<file path="config.mk">
export PLATFORM = sky130hd
export DESIGN_NAME = fetchStage
export DESIGN_NICKNAME = d
export VERILOG_FILES = /design/src/hw/fetchPkg.sv /design/src/hw/progCounter.sv /design/src/hw/instrMem.sv /design/src/hw/ctrlDecode.sv /design/src/hw/hazardDetect.sv /design/src/hw/fetchStage.sv
export SDC_FILE = /design/constraint.sdc
export NUM_CORES = 2
export LEC_CHECK = 0
export ABC_AREA = 1
export BUFFER_PORTS_ARGS = -buffer_cell sky130_fd_sc_hd__buf_2
export CAP_MARGIN = 20
export CORE_ASPECT_RATIO = 2
export CORE_MARGIN = 2
export CORE_UTILIZATION = 45
export DETAILED_ROUTE_END_ITERATION = 7
export PLACE_DENSITY = 0.66
export SYNTH_ARGS = -nofsm -noshare
export SYNTH_HDL_FRONTEND = slang
export SYNTH_HIERARCHICAL = 1
export SYNTH_SLANG_ARGS = --single-unit
</file>
<file path="constraint.sdc">
create_clock -name clk -period 6.75 [get_ports clk]
set_input_delay 0.675 -clock clk [delete_from_list [all_inputs] [get_ports clk]]
set_output_delay 0.675 -clock clk [all_outputs]
set_load 0.005 [all_outputs]
</file>
<file path="src/hw/fetchPkg.sv">
// Shared definitions for the fetch and decode front end
// Widths, opcode encodings, the bubble word, destination and immediate select codes
// and the instruction word type with its R, I and J views
// Modules import it inside their body and use scoped names in their port lists

package fetchPkg;

    // Datapath widths
    localparam int instrW   = 16;
    localparam int regAddrW = 3;
    localparam int opcW     = 5;

    // Instruction memory geometry with one entry per 16-bit word
    localparam int memAddrW = 8;
    localparam int memWords = 1 << memAddrW;

    // Bubble inserted on a stall with opNop in the opcode field
    localparam logic [instrW-1:0] nopInstr = 16'h0800;

    // Opcodes in bits 15:11 of the instruction
    localparam logic [opcW-1:0] opHalt  = 5'b00000;
    localparam logic [opcW-1:0] opNop   = 5'b00001;
    localparam logic [opcW-1:0] opJ     = 5'b00100;
    localparam logic [opcW-1:0] opJr    = 5'b00101;
    localparam logic [opcW-1:0] opJal   = 5'b00110;
    localparam logic [opcW-1:0] opJalr  = 5'b00111;
    localparam logic [opcW-1:0] opAddi  = 5'b01000;
    localparam logic [opcW-1:0] opSubi  = 5'b01001;
    localparam logic [opcW-1:0] opBeqz  = 5'b01100;
    localparam logic [opcW-1:0] opBnez  = 5'b01101;
    localparam logic [opcW-1:0] opSt    = 5'b10000;
    localparam logic [opcW-1:0] opLd    = 5'b10001;
    localparam logic [opcW-1:0] opAluR  = 5'b11011;  // Add, sub, xor, andn by funct

    // Destination register select
    localparam logic [1:0] destRs  = 2'b00;  // Bits 10:8
    localparam logic [1:0] destRdR = 2'b01;  // Bits 4:2
    localparam logic [1:0] destR7  = 2'b10;  // Link register
    localparam logic [1:0] destRdI = 2'b11;  // Bits 7:5

    // Immediate extension select for the immediate logic downstream
    localparam logic [2:0] immNone   = 3'd0;
    localparam logic [2:0] imm5Sext  = 3'd1;
    localparam logic [2:0] imm5Zext  = 3'd2;
    localparam logic [2:0] imm8Sext  = 3'd3;
    localparam logic [2:0] imm11Sext = 3'd4;

    // One instruction word seen three ways
    // The opcode sits in the same bits for every view
    typedef union packed {
        struct packed {
            logic [opcW-1:0]     opcode;
            logic [regAddrW-1:0] rs;
            logic [regAddrW-1:0] rt;
            logic [regAddrW-1:0] rd;
            logic [1:0]          funct;
        } rFmt;
        struct packed {
            logic [opcW-1:0]     opcode;
            logic [regAddrW-1:0] rs;
            logic [regAddrW-1:0] rd;
            logic [4:0]          imm;
        } iFmt;
        struct packed {
            logic [opcW-1:0] opcode;
            logic [10:0]     disp;
        } jFmt;
    } instrWord;

endpackage

</file>
<file path="src/hw/progCounter.sv">
// Program counter for the fetch stage
// Picks the next address from hold, branch, register jump, jump or sequential
// and registers it on the rising clock edge
// pc is a byte address and always steps by one 16-bit word

`timescale 1ns/10ps

module progCounter (
    input  logic                       clk,
    input  logic                       arstN,
    input  logic                       stall,
    input  logic                       halt,
    input  logic                       pcSel,
    input  logic                       regJmp,
    input  logic                       jFlag,
    input  logic [fetchPkg::instrW-1:0] brnchAddr,
    input  logic [fetchPkg::instrW-1:0] imm,
    input  logic [fetchPkg::instrW-1:0] rs,
    output logic [fetchPkg::instrW-1:0] pc
);
    import fetchPkg::*;

    logic [instrW-1:0] pcInc;
    logic [instrW-1:0] nextPc;

    assign pcInc = pc + instrW'(2);

    // Hold beats every redirect
    always_comb begin
        if (halt || stall) begin
            nextPc = pc;
        end else if (pcSel) begin
            nextPc = brnchAddr;  // Resolved branch from later stage
        end else if (regJmp) begin
            nextPc = rs + imm;
        end else if (jFlag) begin
            nextPc = pcInc + imm;
        end else begin
            nextPc = pcInc;
        end
    end

    always_ff @(posedge clk or negedge arstN) begin
        if (!arstN) begin
            pc <= '0;
        end else begin
            pc <= nextPc;
        end
    end

    // Targets from branch, jump and register jump must all be word aligned
    pcAligned: assert property (@(posedge clk) disable iff (!arstN) pc[0] == 1'b0)
        else $error("pc left word alignment: %h", pc);

endmodule

</file>
<file path="src/hw/instrMem.sv">
// Instruction memory, 256 words of 16 bits
// Read is combinational at the byte address pc, word index pc[8:1]
// The load port writes one word per clock while loadEn is high
// loadAddr is a word index, not a byte address

`timescale 1ns/10ps

module instrMem (
    input  logic                        clk,
    input  logic                        arstN,
    input  logic [fetchPkg::instrW-1:0] pc,
    input  logic                        loadEn,
    input  logic [fetchPkg::instrW-1:0] loadAddr,
    input  logic [fetchPkg::instrW-1:0] loadData,
    output logic [fetchPkg::instrW-1:0] rawInstr
);
    import fetchPkg::*;

    logic [instrW-1:0] mem [memWords];

    // Program load
    always_ff @(posedge clk) begin
        if (loadEn) begin
            mem[loadAddr[memAddrW-1:0]] <= loadData;
        end
    end

    assign rawInstr = mem[pc[memAddrW:1]];  // Drop byte offset

    // Program must cover every address the PC reaches once running
    fetchKnown: assert property (@(posedge clk) disable iff (!arstN) !$isunknown(rawInstr))
        else $error("Unknown instruction fetched at pc %h", pc);

endmodule

</file>
<file path="src/hw/ctrlDecode.sv">
// Opcode decoder for the fetch stage
// Turns one instruction word into the control levels for the later stages,
// the source-use flags for hazard checking and the destination register
// Instantiated twice at the top, once on the raw word and once on the issued word

`timescale 1ns/10ps

module ctrlDecode (
    input  fetchPkg::instrWord            instr,
    output logic                          regWrite,
    output logic                          memEnable,
    output logic                          memWr,
    output logic                          val2Reg,
    output logic                          aluSel,
    output logic                          regJmp,
    output logic                          jFlag,
    output logic                          bFlag,
    output logic                          halt,
    output logic                          ctrlErr,
    output logic                          readsRs,
    output logic                          readsRt,
    output logic [1:0]                    linkReg,
    output logic [2:0]                    immSel,
    output logic [fetchPkg::regAddrW-1:0] writeRegAddr,
    output logic                          valid
);
    import fetchPkg::*;

    logic [1:0] destSel;

    // linkReg is 01 for jal and 10 for jalr so writeback takes pc plus 2
    // aluSel high puts the immediate on the second ALU operand
    // val2Reg high writes back memory data
    always_comb begin
        regWrite  = 1'b0;
        memEnable = 1'b0;
        memWr     = 1'b0;
        val2Reg   = 1'b0;
        aluSel    = 1'b0;
        regJmp    = 1'b0;
        jFlag     = 1'b0;
        bFlag     = 1'b0;
        halt      = 1'b0;
        ctrlErr   = 1'b0;
        readsRs   = 1'b0;
        readsRt   = 1'b0;
        linkReg   = 2'b00;
        immSel    = immNone;
        destSel   = destRdR;
        valid     = 1'b1;
        case (instr.rFmt.opcode)
            opHalt: halt = 1'b1;
            opNop:  valid = 1'b0;
            opAddi, opSubi: begin
                regWrite = 1'b1;
                aluSel   = 1'b1;
                readsRs  = 1'b1;
                immSel   = imm5Sext;
                destSel  = destRdI;
            end
            opSt: begin
                memEnable = 1'b1;
                memWr     = 1'b1;
                aluSel    = 1'b1;
                readsRs   = 1'b1;
                readsRt   = 1'b1;  // Store data comes from bits 7:5
                immSel    = imm5Sext;
            end
            opLd: begin
                memEnable = 1'b1;
                val2Reg   = 1'b1;
                regWrite  = 1'b1;
                aluSel    = 1'b1;
                readsRs   = 1'b1;
                immSel    = imm5Sext;
                destSel   = destRdI;
            end
            opBeqz, opBnez: begin
                bFlag   = 1'b1;  // Taken or not is resolved later
                readsRs = 1'b1;
                immSel  = imm8Sext;
            end
            opJ: begin
                jFlag  = 1'b1;
                immSel = imm11Sext;
            end
            opJr: begin
                regJmp  = 1'b1;
                readsRs = 1'b1;
                immSel  = imm8Sext;
            end
            opJal: begin
                jFlag    = 1'b1;
                regWrite = 1'b1;
                linkReg  = 2'b01;
                immSel   = imm11Sext;
                destSel  = destR7;
            end
            opJalr: begin
                regJmp   = 1'b1;
                regWrite = 1'b1;
                readsRs  = 1'b1;
                linkReg  = 2'b10;
                immSel   = imm8Sext;
                destSel  = destR7;
            end
            opAluR: begin
                regWrite = 1'b1;
                readsRs  = 1'b1;
                readsRt  = 1'b1;
            end
            default: begin
                // Illegal opcodes including exception entry and return
                ctrlErr = 1'b1;
                valid   = 1'b0;
            end
        endcase
    end

    // Destination address from the selected field
    always_comb begin
        case (destSel)
            destRs:  writeRegAddr = instr.iFmt.rs;
            destRdR: writeRegAddr = instr.rFmt.rd;
            destR7:  writeRegAddr = regAddrW'(7);
            destRdI: writeRegAddr = instr.iFmt.rd;
            default: writeRegAddr = instr.rFmt.rd;
        endcase
    end

    // Memory write only inside an enabled memory access
    wrNeedsEn: assert final (!(memWr && !memEnable))
        else $error("memWr without memEnable, opcode %b", instr.rFmt.opcode);

endmodule

</file>
<file path="src/hw/hazardDetect.sv">
// Read-after-write hazard detector for the fetch stage
// Keeps the destinations of the two instructions still in flight
// and raises nop when the fetched instruction reads one of them
// Slot one is filled from the issued instruction each clock, slot two ages from slot one

`timescale 1ns/10ps

module hazardDetect (
    input  logic                          clk,
    input  logic                          arstN,
    input  fetchPkg::instrWord            srcInstr,
    input  logic                          readsRs,
    input  logic                          readsRt,
    input  logic                          regWrite,
    input  logic [fetchPkg::regAddrW-1:0] writeRegAddr,
    output logic                          nop
);
    import fetchPkg::*;

    logic [1:0]               slotVld;   // Index 0 is slot one
    logic [1:0][regAddrW-1:0] slotAddr;
    logic                     rsHit;
    logic                     rtHit;

    // Match against any valid slot
    function automatic logic slotHit(input logic [regAddrW-1:0] src,
                                     input logic [1:0] vld,
                                     input logic [1:0][regAddrW-1:0] addr);
        logic hit;
        hit = 1'b0;
        for (int i = 0; i < 2; i++) begin
            if (vld[i] && addr[i] == src) begin
                hit = 1'b1;
            end
        end
        return hit;
    endfunction

    assign rsHit = readsRs && slotHit(srcInstr.iFmt.rs, slotVld, slotAddr);
    assign rtHit = readsRt && slotHit(srcInstr.rFmt.rt, slotVld, slotAddr);
    assign nop   = rsHit || rtHit;

    // A bubble writes nothing, so a stalled reader drains the slots
    always_ff @(posedge clk or negedge arstN) begin
        if (!arstN) begin
            slotVld <= 2'b00;
        end else begin
            slotVld <= {slotVld[0], regWrite};
        end
    end

    always_ff @(posedge clk) begin
        slotAddr[0] <= writeRegAddr;
        slotAddr[1] <= slotAddr[0];
    end

    // Stall only with something in flight
    nopNeedsSlot: assert property (@(posedge clk) disable iff (!arstN) nop |-> slotVld != 2'b00)
        else $error("nop raised with an empty scoreboard");

endmodule

</file>
<file path="src/hw/fetchStage.sv">
// Fetch and decode front end of the 16-bit teaching processor
// PC, instruction memory, hazard scoreboard and two decoders
// Decoder chk looks at the raw word for hazards, decoder cntrl drives the outputs
// On a hazard the issued word becomes the NOP bubble and the PC holds

`timescale 1ns/10ps

module fetchStage (
    input  logic                          clk,
    input  logic                          arstN,
    input  logic                          loadEn,
    input  logic [fetchPkg::instrW-1:0]   loadAddr,
    input  logic [fetchPkg::instrW-1:0]   loadData,
    input  logic                          pcSel,
    input  logic [fetchPkg::instrW-1:0]   brnchAddr,
    input  logic [fetchPkg::instrW-1:0]   imm,
    input  logic [fetchPkg::instrW-1:0]   rs,
    output logic [fetchPkg::instrW-1:0]   pc,
    output fetchPkg::instrWord            instrOut,
    output logic                          regWrite,
    output logic [fetchPkg::regAddrW-1:0] writeRegAddr,
    output logic                          memEnable,
    output logic                          memWr,
    output logic                          val2Reg,
    output logic                          aluSel,
    output logic [2:0]                    immSel,
    output logic [1:0]                    linkReg,
    output logic                          ctrlErr,
    output logic                          bFlag,
    output logic                          jFlag,
    output logic                          regJmp,
    output logic                          halt,
    output logic                          valid
);
    import fetchPkg::*;

    logic [instrW-1:0] rawInstr;
    instrWord          issueInstr;
    logic              nop;
    logic              chkReadsRs;
    logic              chkReadsRt;

    progCounter progCounter_i (
        .clk(clk), .arstN(arstN), .stall(nop), .halt(halt), .pcSel(pcSel),
        .regJmp(regJmp), .jFlag(jFlag), .brnchAddr(brnchAddr), .imm(imm),
        .rs(rs), .pc(pc)
    );

    instrMem instrMem_i (
        .clk(clk), .arstN(arstN), .pc(pc), .loadEn(loadEn), .loadAddr(loadAddr),
        .loadData(loadData), .rawInstr(rawInstr)
    );

    // Only the source-use flags matter here
    ctrlDecode chk (
        .instr(rawInstr), .regWrite(), .memEnable(), .memWr(), .val2Reg(),
        .aluSel(), .regJmp(), .jFlag(), .bFlag(), .halt(), .ctrlErr(),
        .readsRs(chkReadsRs), .readsRt(chkReadsRt), .linkReg(), .immSel(),
        .writeRegAddr(), .valid()
    );

    hazardDetect hazardDetect_i (
        .clk(clk), .arstN(arstN), .srcInstr(rawInstr), .readsRs(chkReadsRs),
        .readsRt(chkReadsRt), .regWrite(regWrite), .writeRegAddr(writeRegAddr),
        .nop(nop)
    );

    assign issueInstr = nop ? nopInstr : rawInstr;  // Bubble on hazard
    assign instrOut   = issueInstr;

    ctrlDecode cntrl (
        .instr(issueInstr), .regWrite(regWrite), .memEnable(memEnable), .memWr(memWr),
        .val2Reg(val2Reg), .aluSel(aluSel), .regJmp(regJmp), .jFlag(jFlag),
        .bFlag(bFlag), .halt(halt), .ctrlErr(ctrlErr), .readsRs(), .readsRt(),
        .linkReg(linkReg), .immSel(immSel), .writeRegAddr(writeRegAddr), .valid(valid)
    );

endmodule

</file>
== After elaboration in Yosys (flattened, before gate mapping) ==
Memory sizes are Yosys's and may differ from the RTL's.
Cells that the tools add are included.

* Reduce and logical (&&, ||, !) cells: 23
* Add/sub/neg operators: 3
* Equal/unequal tests: 28
* Multiplexer cells: 27

{| class="wikitable"
|+ Operator list
! cell !! number
|-
| $mux W16 || 4
|-
| $eq A5 B4 Y1 const B || 8
|-
| $add A16 B16 Y16 || 2
|-
| $eq A5 B3 Y1 const B || 6
|-
| $eq A5 B5 Y1 const B || 6
|-
| $mux W1 || 19
|-
| $add A16 B2 Y16 const B || 1
|-
| $reduce_or A13 Y1 || 1
|-
| $eq A3 B3 Y1 || 4
|-
| $pmux W3 S4 || 1
|-
| $reduce_or A12 Y1 || 1
|-
| $reduce_or A2 Y1 || 6
|-
| $pmux W3 S3 || 1
|-
| $reduce_or A9 Y1 || 1
|-
| $pmux W2 S2 || 2
|-
| $reduce_or A4 Y1 || 2
|-
| $logic_and A1 B1 Y1 || 6
|-
| $reduce_or A6 Y1 || 1
|-
| $eq A5 B1 Y1 const B || 1
|-
| $logic_not A5 Y1 || 1
|-
| $eq A2 B2 Y1 const B || 2
|-
| $reduce_or A3 Y1 || 1
|-
| $eq A2 B1 Y1 const B || 1
|-
| $logic_not A2 Y1 || 1
|-
| $logic_or A1 B1 Y1 || 2
|}

* Memories kept: 1
* Bits in registers: 24
* RAM bits: 4096

{| class="wikitable"
|+ Memories
! name !! depth !! bits a word !! rd ports !! clocked after Yosys merged registers in !! write ports !! line !! text
|-
| instrMem_i.mem || 256 || 16 || 1 || 0 || 1 || instrMem.sv:19 || <nowiki>logic [instrW-1:0] mem [memWords];</nowiki>
|}

== Logic depth before layout (Yosys ltp) ==
An unclocked memory read counts as a cell.

* Depth in word-level cells: 14
* Depth in mapped cells: 37
* Depth with buffers taken out: 32

== Cells and area by module ==
The synthesis kept the hierarchy.

{| class="wikitable"
|+ By module, submodules not included
! module !! instances !! seq. area each (µm²) !! cells each !! area an instance (µm²)
|-
| instrMem || 1 || 122998.0 || 13601 || 165386.1
|-
| progCounter || 1 || 400.4 || 539 || 3150.5
|-
| ctrlDecode || 2 || 0.0 || 59 || 317.8
|-
| hazardDetect || 1 || 170.2 || 72 || 410.4
|-
| fetchStage || 1 || 0.0 || 35 || 157.7
|}

== Worst setup path after synthesis ==
Ideal clock, no wire load.

* Kind: register to output
* Start: reg progCounter_i/pc[3] (netlist name)
* End: out immSel[0]
* Path buffers: 4
* Slack: 2.610 ns
* Arrival time: 3.465 ns
* Stages on the path, launching flop included: 28
* Required time: 6.075 ns
* Path through: dfrtp_1 buf_2 inv_2 buf_2 clkbuf_1 nand3_1 nand3_1 nand3_1 nand3_1 nand3_1 nand2_1 nand2_1 nand2_1 inv_2 nand2_1 nor3_2 nor2_2 nand3_1 nand2_1 nand2_1 buf_6 nor2_1 inv_2 nor2_4 nand2_4 nor2_4 nor2_2 nand2_1

{| class="wikitable"
|+ RTL lines
! element !! line !! text
|-
| start: declaration || progCounter.sv:19 || <nowiki>output logic [fetchPkg::instrW-1:0] pc</nowiki>
|-
| start signal: assignment || progCounter.sv:47 || <nowiki>pc <= nextPc;</nowiki>
|-
| end: declaration || fetchStage.sv:26 || <nowiki>output logic [2:0] immSel,</nowiki>
|}

== Worst setup path in the final report ==
* Start: reg progCounter_i/pc[1] (netlist name)
* End: out writeRegAddr[2] (netlist name)

* Longest elaborated chain between the ends: 13
* Elaborated cells on any way between the ends: 43
* Classes of those cells: 21 x eq/ne; 9 x mux; 12 x reduce/logical; 1 x memory

{| class="wikitable"
|+ RTL lines
! element !! line !! text
|-
| $mem_v2 Z256 W16 * || - ||
|-
| net rawInstr[8] || fetchStage.sv:37 || <nowiki>logic [instrW-1:0] rawInstr;</nowiki>
|-
| $eq A3 B3 Y1 || hazardDetect.sv:32 || <nowiki>if (vld[i] && addr[i] == src) begin</nowiki>
|-
| $logic_and A1 B1 Y1 || hazardDetect.sv:32 ||
|-
| $mux W1 || hazardDetect.sv:32 ||
|-
| $mux W1 * || hazardDetect.sv:32 ||
|-
| $logic_and A1 B1 Y1 * || hazardDetect.sv:39 || <nowiki>assign rsHit = readsRs && slotHit(srcInstr.iFmt.rs, slotVld, slotAddr);</nowiki>
|-
| $logic_or A1 B1 Y1 * || hazardDetect.sv:41 || <nowiki>assign nop = rsHit || rtHit;</nowiki>
|-
| net nop || fetchStage.sv:39 || <nowiki>logic nop;</nowiki>
|-
| $mux W16 * || fetchStage.sv:68 || <nowiki>assign issueInstr = nop ? nopInstr : rawInstr;</nowiki>
|-
| $eq A5 B4 Y1, or another cell as far along || ctrlDecode.sv:51 || <nowiki>case (instr.rFmt.opcode)</nowiki>
|-
| $reduce_or A3 Y1 (no line) / $reduce_or A2 Y1 (equally long branches) || - ||
|-
| $pmux W2 S2 || ctrlDecode.sv:51 ||
|-
| $eq A2 B2 Y1, or another cell as far along || ctrlDecode.sv:122 || <nowiki>case (destSel)</nowiki>
|-
| $pmux W3 S4 * || ctrlDecode.sv:122 ||
|-
| end: declaration || fetchStage.sv:21 || <nowiki>output logic [fetchPkg::regAddrW-1:0] writeRegAddr,</nowiki>
|}

The timed path passes the listed nets; every way through them passes the cells marked *.

==> metrics.txt <==
GP Congestion=slightly below 1; Setup CP Type=reg2out; slew margin rel.=approximately a fifth; Synth Warn #=6; delay of the slowest critical-path stage=roughly 600 ps; row cnt=~320; nets=approximately 15000; Min-Delay Path Class=in2reg; reg2reg start=progCounter_i/pc[1]$_DFFE_PN0P_; Post-Syn Nets=about 14000; Critical Path RT=about 6000 ps; DR WL/cell=25.91 um; Routed Wire Length=between 500000 and 600000 um; DIE WIDTH=438.0 um; vias per cell=roughly 5.7; crit path launch=progCounter_i/pc[1]$_DFFE_PN0P_; period utilisation layout=98.59%; Vias=112800; drt drc=0; mapped cell area=between 150000 and 200000 um2; Non-Filler Instances=a little under 20000; startpoint types=register; Tightest Pin Transition=1195 ps; grt ovf=0; num ports=135; clk_lat worst skew=950 ps; Area Overhead vs Synth=11.64%; # fillers=between 30000 and 40000; run status=completed; Final Hold Fails=0; Core Area=between 300000 and 400000 um2; drt first pass iters=6; setup TNS=0 ps; static leakage=roughly 67 nW; dpl cells=around 19000; first-pass GRT wire length=roughly 730000 um; Fmax=approximately 150 MHz; number of buffers created by CTS=around 340; CP dominant cell by count=nand2_1; Port Buffers=126; Total GRT Usage=around a quarter; final core utilization=just over 50%; Syn Inst Count=approximately 14000; hold wc startpoint=brnchAddr[8]; initial antenna violation count=13; post-DP HPWL=~300000 um; Reg clk slew, reported paths=approximately 80 ps; CTS H-tree depth=5; worst vdd ir=between 0.5 and 0.6 mV; Initial Util=45.23%; Max-Cap Viols=0; Clock Skew=58.63 ps; Iter 0 DRT Violations=11920; Max Slew Vio Count=0; syn_area_per_cell=11.83 um2; area of the die=382000 um2; die height=roughly 870 um; Cell Pwr Density=around 430 nW/um2; largest net degree at the start of global routing=about 160; clock root buffer=clkbuf_16; WP data arrival=5980 ps; ANT nets after route=0; share of cells above drive strength 1=around a tenth; worst-path fanout max=19; CTS tree=yes; Critical Path Sink Type=output port; crit path time final=approximately 6700 ps; CTS Buffer Depth=4; CTS sink cnt=just over 4000; Final Setup Violations=0; vias in the first global route=roughly 110k; RSZ-0062 raised after global routing=no; Worst path slowest cell=dfrtp_4
[path summary, 6_finish.rpt]
path	end	slack (ps)	cells after the start
worst max-delay path	writeRegAddr[2]	100	31
worst min-delay path	progCounter_i/pc[8]$_DFFE_PN0P_	60	5
worst max register to register	progCounter_i/pc[4]$_DFFE_PN0P_	1030	32
worst min register to register	hazardDetect_i/slotAddr[5]$_DFF_P_	400	0
max in group asynchronous	progCounter_i/pc[5]$_DFFE_PN0P_	6000	2
min in group asynchronous	progCounter_i/pc[4]$_DFFE_PN0P_	270	2
[critical path, delay by kind of cell (launching register included)]
| family | cells | cell delay (ps) |
|---|---|---|
| buffers and inverters | 7 | 1250 |
| DFF | 1 | 600 |
| and+or+nand+nor | 24 | 3100 |
[sequential cells by signal, indices dropped and copies added (netlist names)]
signal                   cells
instrMem_i/mem            4096
hazardDetect_i/slotVld       2
hazardDetect_i/slotAddr      6
progCounter_i/pc            16
[final cells by class]
type | instances | area, um2 | share of cell area [%]
Clock inverter | 190 | 1987 | 1.050
Multi-Input combinational cell | 9095 | 40580 | 21.44
Tap cell | 4960 | 6206 | 3.279
Sequential cell | 4120 | 123600 | 65.30
Timing Repair inverter | 4 | 56.30 | 0.02975
Timing Repair Buffer | 711 | 7305 | 3.859
Antenna cell | 7 | 17.52 | 0.009255
Inverter | 164 | 690.7 | 0.3649
Clock buffer | 401 | 8843 | 4.672
[placed cells by master, fill, tap and decap left out, drive strengths merged]
master / instances
nand2: 4447
nand3: 4097
edfxtp: 4096
buf: 695
clkbuf: 410
nor2: 386
inv: 174
clkinv: 127
a21oi: 39
bufinv: 36
ha: 35
o21ai: 26
clkinvlp: 21
dfrtp: 18
xor2: 10
nand4: 8
nor3: 8
diode: 7
o211ai: 7
dfxtp: 6
o21bai: 6
or2: 6
bufbuf: 5
xnor2: 4
a21o: 4
a31oi: 3
nand3b: 2
dlygate4sd3: 2
o22ai: 2
fa: 2
and2: 2
a32oi: 1
[where the power goes]
part / leakage [nW] / internal (mW) / switching (mW)
Combinational: 24.5 / 9.15 / 23.6
Sequential: 37.1 / 28.3 / 0.240
Clock: 5.25 / 10.8 / 9.07
Total: 66.8 / 48.2 / 32.9
[layer usage]
layer,wire length (um),vias to the layer above,track usage [%]
met5,13,-,0
met4,46050,2,20.89
met3,37020,1295,3.428
met2,259100,5151,45.26
met1,167000,55400,28.16
li1,-,50910,-
[stage by stage]
stage          power, mW  instance area [um2]  hold slack, ps  setup slack [ps]
2_1_floorplan      47.90               169500           363.8              2738
3_3_place_gp       59.33               176800           401.9             318.3
3_5_place_dp       59.62               176900           386.4             325.9
4_1_cts            80.11               188600          0.1417             3.827
5_1_grt            84.05               189300           101.0             12.17
6_report           81.04               189300           64.39             95.32
[repair_timing]
item / 4_1_cts / 5_1_grt
hold buffers: 2 / 0
buffers inserted: 20 / 7
pin swaps: 0 / 0
gates resized for setup: 86 / 70
setup endpoints to repair: 19 / 14
gates cloned: 11 / 9
hold endpoints to repair: 19 / 0
(Power assumes the default switching activity.)
